$ cat src/source/capture_pkg.sv
package capture_pkg;

    localparam int WORD_BITS     = 16;
    localparam int CAPTURE_DEPTH = 16;
    localparam int ADDR_BITS     = 4;
    localparam logic [ADDR_BITS-1:0] LAST_ADDR = ADDR_BITS'(CAPTURE_DEPTH - 1);

    localparam int SAMPLE_CNT_BITS = $clog2(WORD_BITS);
    localparam int ONES_BITS       = SAMPLE_CNT_BITS + 1;
    localparam logic [ONES_BITS-1:0] LEVEL_THRESHOLD = 12;  // ones per word for level_high

    localparam int BAUD_DIV      = 8;  // clocks per uart bit
    localparam int BAUD_CNT_BITS = $clog2(BAUD_DIV);
    localparam logic [BAUD_CNT_BITS-1:0] BAUD_LAST = BAUD_CNT_BITS'(BAUD_DIV - 1);

    typedef enum logic {
        CMD_READ  = 1'b0,
        CMD_WRITE = 1'b1
    } bus_cmd_e;

    typedef enum logic [1:0] {W_IDLE, W_SETUP, W_ACCESS, W_FULL} writer_state_e;

    typedef enum logic [2:0] {
        R_IDLE, R_SETUP, R_ACCESS, R_SEND_LO, R_SEND_HI, R_DONE
    } reader_state_e;

    typedef enum logic [1:0] {U_IDLE, U_START, U_DATA, U_STOP} uart_state_e;

endpackage
$ cat src/source/mem_bus_if.sv
`timescale 1ns/10ps

interface mem_bus_if;

    logic                                psel;
    logic                                penable;
    capture_pkg::bus_cmd_e               pwrite;
    logic [capture_pkg::ADDR_BITS-1:0]   paddr;
    logic [capture_pkg::WORD_BITS-1:0]   pwdata;
    logic [capture_pkg::WORD_BITS-1:0]   prdata;
    logic                                pready;  // low while another master holds the grant

    modport master (
        output psel, penable, pwrite, paddr, pwdata,
        input  prdata, pready
    );

    modport slave (
        input  psel, penable, pwrite, paddr, pwdata,
        output prdata, pready
    );

endinterface

$ cat src/source/hex_dump_top.sv
`timescale 1ns/10ps

module hex_dump_top (
    input  logic clk,
    input  logic rst,
    input  logic sig,
    input  logic rearm,
    output logic tx,
    output logic done,
    output logic level_high
);

    logic [15:0] word;
    logic        word_valid;
    logic        capture_full;
    logic        rearm_go;
    logic [7:0]  tx_data;
    logic        tx_start;
    logic        tx_busy;

    mem_bus_if wr_bus ();
    mem_bus_if rd_bus ();

    bit_sampler u_sampler (
        .clk        (clk),
        .rst        (rst),
        .sig        (sig),
        .word       (word),
        .word_valid (word_valid),
        .level_high (level_high)
    );

    capture_writer u_writer (
        .clk          (clk),
        .rst          (rst),
        .word_valid   (word_valid),
        .rearm_go     (rearm_go),
        .word         (word),
        .bus          (wr_bus.master),
        .capture_full (capture_full)
    );

    dump_reader u_reader (
        .clk          (clk),
        .rst          (rst),
        .capture_full (capture_full),
        .rearm        (rearm),
        .tx_busy      (tx_busy),
        .bus          (rd_bus.master),
        .tx_data      (tx_data),
        .tx_start     (tx_start),
        .done         (done),
        .rearm_go     (rearm_go)
    );

    capture_memory u_memory (
        .clk    (clk),
        .rst    (rst),
        .wr_bus (wr_bus.slave),
        .rd_bus (rd_bus.slave)
    );

    uart_tx u_uart (
        .clk      (clk),
        .rst      (rst),
        .tx_start (tx_start),
        .tx_data  (tx_data),
        .tx       (tx),
        .tx_busy  (tx_busy)
    );

endmodule

$ cat src/source/uart_tx.sv
`timescale 1ns/10ps

module uart_tx (
    input  logic       clk,
    input  logic       rst,
    input  logic       tx_start,
    input  logic [7:0] tx_data,
    output logic       tx,
    output logic       tx_busy
);

    capture_pkg::uart_state_e                state;
    logic [capture_pkg::BAUD_CNT_BITS-1:0]   baud_cnt;
    logic [2:0]                              bit_idx;
    logic [7:0]                              shift;
    logic                                    bit_end;

    assign bit_end = (baud_cnt == capture_pkg::BAUD_LAST);

    always_ff @(posedge clk) begin
        if (rst) begin
            state    <= capture_pkg::U_IDLE;
            baud_cnt <= '0;
            bit_idx  <= '0;
            tx       <= 1'b1;
            tx_busy  <= 1'b0;
        end else begin
            baud_cnt <= (state == capture_pkg::U_IDLE || bit_end) ? '0 : baud_cnt + 1'b1;
            case (state)
                capture_pkg::U_IDLE: begin
                    if (tx_start) begin
                        shift   <= tx_data;
                        tx      <= 1'b0;  // start bit
                        tx_busy <= 1'b1;
                        state   <= capture_pkg::U_START;
                    end
                end
                capture_pkg::U_START: begin
                    if (bit_end) begin
                        tx      <= shift[0];  // lsb first
                        shift   <= shift >> 1;
                        bit_idx <= '0;
                        state   <= capture_pkg::U_DATA;
                    end
                end
                capture_pkg::U_DATA: begin
                    if (bit_end) begin
                        if (bit_idx == 3'd7) begin
                            tx    <= 1'b1;  // stop bit
                            state <= capture_pkg::U_STOP;
                        end else begin
                            tx      <= shift[0];
                            shift   <= shift >> 1;
                            bit_idx <= bit_idx + 1'b1;
                        end
                    end
                end
                default: begin
                    if (bit_end) begin
                        tx_busy <= 1'b0;
                        state   <= capture_pkg::U_IDLE;
                    end
                end
            endcase
        end
    end

endmodule

$ cat src/source/capture_memory.sv
`timescale 1ns/10ps

module capture_memory (
    input  logic      clk,
    input  logic      rst,
    mem_bus_if.slave  wr_bus,
    mem_bus_if.slave  rd_bus
);

    logic [capture_pkg::WORD_BITS-1:0]  mem [capture_pkg::CAPTURE_DEPTH];
    logic [1:0]                         grant;  // bit 0 writer, bit 1 reader
    logic                               wr_xfer;
    logic                               rd_xfer;
    capture_pkg::bus_cmd_e              acc_cmd;
    logic [capture_pkg::ADDR_BITS-1:0]  acc_addr;
    logic [capture_pkg::WORD_BITS-1:0]  acc_wdata;
    logic [capture_pkg::WORD_BITS-1:0]  rd_word;

    assign wr_bus.pready = grant[0] && wr_bus.penable;
    assign rd_bus.pready = grant[1] && rd_bus.penable;

    assign wr_xfer = wr_bus.psel && wr_bus.penable && wr_bus.pready;
    assign rd_xfer = rd_bus.psel && rd_bus.penable && rd_bus.pready;

    // granted master drives the array
    always_comb begin
        if (grant[1]) begin
            acc_cmd   = rd_bus.pwrite;
            acc_addr  = rd_bus.paddr;
            acc_wdata = rd_bus.pwdata;
        end else begin
            acc_cmd   = wr_bus.pwrite;
            acc_addr  = wr_bus.paddr;
            acc_wdata = wr_bus.pwdata;
        end
    end

    assign rd_word = mem[acc_addr];  // async read, valid in the completing cycle

    assign wr_bus.prdata = grant[0] ? rd_word : '0;
    assign rd_bus.prdata = grant[1] ? rd_word : '0;

    always_ff @(posedge clk) begin
        if (rst) begin
            grant <= 2'b00;
        end else if (wr_xfer || rd_xfer) begin
            grant <= 2'b00;
        end else if (grant == 2'b00) begin
            if (wr_bus.psel) begin
                grant <= 2'b01;  // writer wins ties
            end else if (rd_bus.psel) begin
                grant <= 2'b10;
            end
        end
    end

    always_ff @(posedge clk) begin
        if ((wr_xfer || rd_xfer) && acc_cmd == capture_pkg::CMD_WRITE) begin
            mem[acc_addr] <= acc_wdata;
        end
    end

endmodule

$ cat src/source/dump_reader.sv
`timescale 1ns/10ps

module dump_reader (
    input  logic        clk,
    input  logic        rst,
    input  logic        capture_full,
    input  logic        rearm,
    input  logic        tx_busy,
    mem_bus_if.master   bus,
    output logic [7:0]  tx_data,
    output logic        tx_start,
    output logic        done,
    output logic        rearm_go
);

    capture_pkg::reader_state_e         state;
    logic [capture_pkg::ADDR_BITS-1:0]  addr;
    logic [capture_pkg::WORD_BITS-1:0]  word_q;
    logic                               tx_free;

    // busy only rises the cycle after a start, so a pending start counts as busy
    assign tx_free = !tx_busy && !tx_start;

    assign bus.psel    = (state == capture_pkg::R_SETUP) || (state == capture_pkg::R_ACCESS);
    assign bus.penable = (state == capture_pkg::R_ACCESS);
    assign bus.pwrite  = capture_pkg::CMD_READ;
    assign bus.paddr   = addr;
    assign bus.pwdata  = '0;

    always_ff @(posedge clk) begin
        if (rst) begin
            state    <= capture_pkg::R_IDLE;
            addr     <= '0;
            tx_start <= 1'b0;
            done     <= 1'b0;
            rearm_go <= 1'b0;
        end else begin
            tx_start <= 1'b0;
            rearm_go <= 1'b0;
            case (state)
                capture_pkg::R_IDLE: begin
                    // capture_full is still up during the rearm_go cycle
                    if (capture_full && !rearm_go) state <= capture_pkg::R_SETUP;
                end
                capture_pkg::R_SETUP:  state <= capture_pkg::R_ACCESS;
                capture_pkg::R_ACCESS: if (bus.pready) state <= capture_pkg::R_SEND_LO;
                capture_pkg::R_SEND_LO: begin
                    if (tx_free) begin
                        tx_start <= 1'b1;
                        state    <= capture_pkg::R_SEND_HI;
                    end
                end
                capture_pkg::R_SEND_HI: begin
                    if (tx_free) begin
                        tx_start <= 1'b1;
                        addr     <= addr + 1'b1;  // wraps to 0 after the last word
                        state    <= (addr == capture_pkg::LAST_ADDR) ? capture_pkg::R_DONE
                                                                     : capture_pkg::R_SETUP;
                    end
                end
                default: begin
                    if (done && rearm) begin
                        done     <= 1'b0;
                        rearm_go <= 1'b1;
                        state    <= capture_pkg::R_IDLE;
                    end else if (tx_free) begin
                        done <= 1'b1;  // last stop bit is out
                    end
                end
            endcase
        end
    end

    always_ff @(posedge clk) begin
        if (state == capture_pkg::R_ACCESS && bus.pready) word_q <= bus.prdata;
        if (state == capture_pkg::R_SEND_LO && tx_free) tx_data <= word_q[7:0];
        if (state == capture_pkg::R_SEND_HI && tx_free) tx_data <= word_q[15:8];
    end

endmodule

$ cat src/source/capture_writer.sv
`timescale 1ns/10ps

module capture_writer (
    input  logic             clk,
    input  logic             rst,
    input  logic             word_valid,
    input  logic             rearm_go,
    input  logic [15:0]      word,
    mem_bus_if.master        bus,
    output logic             capture_full
);

    capture_pkg::writer_state_e         state;
    logic [capture_pkg::ADDR_BITS-1:0]  addr;
    logic [capture_pkg::WORD_BITS-1:0]  data;

    assign bus.psel    = (state == capture_pkg::W_SETUP) || (state == capture_pkg::W_ACCESS);
    assign bus.penable = (state == capture_pkg::W_ACCESS);
    assign bus.pwrite  = capture_pkg::CMD_WRITE;
    assign bus.paddr   = addr;
    assign bus.pwdata  = data;
    assign capture_full = (state == capture_pkg::W_FULL);

    always_ff @(posedge clk) begin
        if (rst) begin
            state <= capture_pkg::W_IDLE;
            addr  <= '0;
        end else begin
            case (state)
                capture_pkg::W_IDLE:   if (word_valid) state <= capture_pkg::W_SETUP;
                capture_pkg::W_SETUP:  state <= capture_pkg::W_ACCESS;
                capture_pkg::W_ACCESS: begin
                    if (bus.pready) begin  // write lands this cycle
                        addr  <= addr + 1'b1;
                        state <= (addr == capture_pkg::LAST_ADDR) ? capture_pkg::W_FULL
                                                                  : capture_pkg::W_IDLE;
                    end
                end
                default: begin
                    if (rearm_go) begin  // words arriving while full are dropped
                        addr  <= '0;
                        state <= capture_pkg::W_IDLE;
                    end
                end
            endcase
        end
    end

    always_ff @(posedge clk) begin
        if (state == capture_pkg::W_IDLE && word_valid) data <= word;
    end

endmodule

$ cat src/source/bit_sampler.sv
`timescale 1ns/10ps

module bit_sampler (
    input  logic        clk,
    input  logic        rst,
    input  logic        sig,
    output logic [15:0] word,
    output logic        word_valid,
    output logic        level_high
);

    logic [capture_pkg::SAMPLE_CNT_BITS-1:0] cnt;
    logic [capture_pkg::WORD_BITS-1:0]       shift;
    logic [capture_pkg::WORD_BITS-1:0]       next_shift;
    logic [capture_pkg::ONES_BITS-1:0]       ones;

    assign next_shift = {shift[capture_pkg::WORD_BITS-2:0], sig};  // oldest sample ends up in msb

    always_comb begin
        ones = '0;
        for (int i = 0; i < capture_pkg::WORD_BITS; i++) begin
            ones = ones + next_shift[i];
        end
    end

    always_ff @(posedge clk) begin
        if (rst) begin
            cnt        <= '0;
            word_valid <= 1'b0;
            level_high <= 1'b0;
        end else begin
            cnt        <= cnt + 1'b1;
            word_valid <= (cnt == '1);
            if (cnt == '1) begin
                level_high <= (ones >= capture_pkg::LEVEL_THRESHOLD);
            end
        end
    end

    always_ff @(posedge clk) begin
        shift <= next_shift;
        if (cnt == '1) begin
            word <= next_shift;  // 16th sample completes the word
        end
    end

endmodule

$ cat config.mk
export PLATFORM = sky130hd
export DESIGN_NAME = hex_dump_top
export DESIGN_NICKNAME = d
export VERILOG_FILES = /design/src/source/capture_pkg.sv /design/src/source/mem_bus_if.sv /design/src/source/hex_dump_top.sv /design/src/source/uart_tx.sv /design/src/source/capture_memory.sv /design/src/source/dump_reader.sv /design/src/source/capture_writer.sv /design/src/source/bit_sampler.sv
export SDC_FILE = /design/constraint.sdc
export NUM_CORES = 1
export LEC_CHECK = 0
export ABC_CLOCK_PERIOD_IN_PS = 6600
export BUFFER_PORTS_ARGS = -buffer_cell sky130_fd_sc_hd__clkbuf_2
export CAP_MARGIN = 0
export CORE_ASPECT_RATIO = 2
export CORE_MARGIN = 3
export CORE_UTILIZATION = 40
export CTS_CLUSTER_SIZE = 14
export DETAILED_ROUTE_END_ITERATION = 10
export MAX_ROUTING_LAYER = met4
export SLEW_MARGIN = 0
export SYNTH_ARGS = -nofsm -noshare
export SYNTH_HDL_FRONTEND = slang
export SYNTH_SLANG_ARGS = --single-unit
export TNS_END_PERCENT = 100
$ cat constraint.sdc
create_clock -name clk -period 6.6 [get_ports clk]
set_input_delay 0.99 -clock clk [delete_from_list [all_inputs] [get_ports clk]]
set_output_delay 0.99 -clock clk [all_outputs]
set_load 0.05 [all_outputs]
==> run_results.csv <==
group,metric,value,unit
place,gp_congestion,0.7665,
clock_network,holdBufCountCts,0,
floorplan,coreArea,35200,um^2
synthesis,synth_edf_count,320,
power_and_ir_drop,p_per_area,341.9,nW/um^2
synthesis,synthCells,932,
synthesis,synth_area_leaders,"edfxtp_1 67%, dfxtp_1 6.9%, a22oi_1 6.3%, a21oi_1 2.9%, ha_1 1.7%",
clock_network,clock-sinks,369,
global_route,grt_max_degree,65,
cells_and_area,syn_to_final_growth,12.29,%
min_path,hp-start,"u_sampler.shift[8]",
timing,drv_slew,0,
global_route,grt_pass1_vias,8204,
timing,max_slew_margin,0.2773,
cells_and_area,register_area,10590,um^2
floorplan,die_width,139.8,um
detailed_routing,drtPass1Iterations,5,
run_status,status,"completed",
clock_network,clk_pin_slew,0.06,ns
global_route,antenna_found_initial,0,
clock_network,cts_resized,0,
timing,setup_viol,0,
worst_setup_path,slowest_stage,"fa_1",
power_and_ir_drop,p_leak,0.005249,uW
place,port_buffers,6,
worst_setup_path,arrival,4.64,ns
floorplan,boundaryPins,7,
cells_and_area,drive_gt1_frac,0.1298,
detailed_routing,detail_route.vias_per_cell,5.589,
synthesis,synth_seq_cells,369,
worst_setup_path,slowest_delay,0.54,ns
min_path,hold_end,"u_sampler.shift[9]",
power_and_ir_drop,power,5497,uW
timing,period_needed,4.297,ns
global_route,grt_overflow,0,
detailed_routing,drc,0,
synthesis,yosys.cell_types.count,52,
timing,post-route-period-util,0.6511,
detailed_routing,detail-route-antenna-nets,0,
worst_setup_path,start_kind,"input port",
global_route,grt_pass1_wl,48940,um
clock_network,ctsHtreeMaxLevel,2,
worst_setup_path,end_kind,"register",
worst_setup_path,rr_worst_depth,13,
clock_network,worstSkewPairLatency,0.51,ns
clock_network,post_cts_buffers,0,
clock_network,numCtsBuffers,35,
floorplan,rows,97,
detailed_routing,wl,32120,um
worst_setup_path,cp_cell_sequence,"clkbuf_2, fa_1, inv_1, fa_1, fa_1, fa_1, fa_1, inv_1, ha_1, inv_1, fa_1, a22o_1, nand2_1, a311oi_1",
run,max_cap_viol_count,0,
detailed_routing,post_drt_wl_per_cell,22.68,um
clock_network,cts_max_path_buffers,3,
synthesis,synth.top_cell.area_share,0.6711,
synthesis,syn_nets,966,
global_route,grtUsageTotal,0.1734,
synthesis,synth.avg_cell_area,15.36,um^2
timing,hold_slack,0.3662,ns
cells_and_area,multi_input_area,3415,um^2
floorplan,fp.dieH,273.6,um
floorplan,design.die.area,38240,um^2
synthesis,yosysTopAreaCell,"edfxtp_1",
timing,rsz0062_at_grt,"no",
synthesis,ys_warn_count,0,
cells_and_area,nets,979,
worst_setup_path,worstReg2RegEnd,"u_sampler.level_high",
place,hpwl,18500,um
synthesis,ys_seq_area_frac,0.7396,
timing,hold_viol,0,
worst_setup_path,crit_fanout,3,
worst_setup_path,cp.required,6.94,ns
worst_setup_path,r2r-start,"u_sampler.shift[0]",
min_path,hold_class,"reg2reg",
cells_and_area,fillers,3095,
worst_setup_path,critical_path_class,"in2reg",
timing,max_freq,232.7,MHz
detailed_routing,vias,7914,
clock_network,cts_root_buf,"clkbuf_16",
timing,tightest_slew,1.082,ns
timing,finClkSkew,0.01449,ns
timing,final.setup.tns,0,ns
worst_setup_path,cp_common_cell,"fa_1",
cells_and_area,n_antenna_cell,0,
detailed_routing,drt_iter0_markers,611,
synthesis,synth-async-reset-ratio,0,
min_path,holdPathStages,0,
worst_setup_path,r2r_setup_slack,2.59,ns
synthesis,syn_area,14320,um^2
clock_network,cts_tree,"built",
floorplan,start_util,0.4068,
power_and_ir_drop,max-vdd-ir-drop,0.2123,mV
synthesis,synth_flop_cell,"edfxtp_1",
-- placed cells by master, fill, tap and decap left out, drive strengths merged, types with 3 or more instances in the layout --
master  instances
buf            26
inv            33
nor2b          25
a211oi          3
o21a            3
xnor2           4
xor2            3
mux2i           4
nand2b          4
dfxtp          49
mux2            8
a21oi          82
fa             10
clkinv          3
nand3           9
nor2           50
o21ai          13
nand2          43
ha             20
o41a           16
nand3b          3
clkbuf         63
bufinv          3
nand4           6
a22oi         131
edfxtp        320
nor3            9
-- metal layers --
metal / vias up / GRT usage / routed length (um)
met1: 3980 / 0.1906 / 11740
li1: 3615 / - / -
met5: - / - / 0
met3: 73 / 0.02080 / 1553
met2: 246 / 0.3162 / 17590
met4: 0 / 0.07121 / 1238
-- cells in the mapped netlist (8+ instances only) --
cell	n
a22oi_2	10
ha_1	20
edfxtp_1	320
clkbuf_1	29
inv_1	33
o41a_1	16
buf_2	15
nand2_1	43
nand3_1	9
dfxtp_1	49
nor2_1	50
nor2b_1	25
fa_1	10
a21oi_1	82
o21ai_0	11
nor3_1	9
a22oi_1	121
mux2_2	8
-- critical path, delay by kind of cell --
family                     cells  cell delay (ns)
adders and majority gates      7             2.99
AOI/OAI and AO/OA              2             0.31
buffers and inverters          4             0.28
and+or+nand+nor                1             0.07
-- layout make-up --
cell class                 count  share of cell area
sequential                   369              0.6588
inverter                      33            0.007704
timing repair buffer          32             0.01401
clock buffer                  57             0.06537
tap                          445             0.03463
multi-input combinational    474              0.2124
clock inverter                 6            0.007160
-- cell families after synthesis --
kind of cell	count (synthesis)	share of synthesized area
buffers and inverters	89	0.02910
xor gates and xnor gates	7	0.004282
DFF	369	0.7396
adders and majority gates	30	0.03146
AOI/OAI and AO/OA	265	0.1332
and+or+nand+nor	160	0.05330
muxes	12	0.009088
-- per-stage QoR --
stage	area (um^2)	setup slack (ns)	cells	util
after floorplan	14320	2.094	932	-
after global routing	16080	2.104	1416	0.4568
after global placement	14910	1.830	1353	0.4237
after CTS	16080	2.312	1416	0.4568
after detailed placement	14910	1.795	1353	0.4237
final	16080	2.303	1416	0.4568
-- report_power, final --
group	internal, uW	leakage, uW	total (uW)	switching (uW)
Combinational	251	0.00139	728	477
Clock	1210	0.000564	2030	821
Sequential	2680	0.00330	2740	59.6
-- flip-flops by register name, indices dropped and copies added (netlist names), 3 cells and up --
register	count
u_writer.bus.pwdata	16
u_reader.tx_data	8
u_uart.shift	8
u_uart.bit_idx	3
u_reader.bus.paddr	4
u_uart.baud_cnt	3
u_memory.mem	256
u_sampler.shift	15
u_reader.word_q	16
u_writer.bus.paddr	4
u_sampler.word	16
u_sampler.cnt	4
u_reader.state	3
-- how the worst max path moves through the flow --
| stage | start | end | slack [ns] | cells after the start |
|---|---|---|---|---|
| after floorplan | sig | u_sampler.level_high | 2.09 | 13 |
| after global placement | sig | u_sampler.level_high | 1.83 | 14 |
| after detailed placement | sig | u_sampler.level_high | 1.79 | 14 |
| after CTS | sig | u_sampler.level_high | 2.31 | 13 |
| after global routing | sig | u_sampler.level_high | 2.10 | 14 |
| final | sig | u_sampler.level_high | 2.30 | 14 |
(Power assumes the default switching activity.)
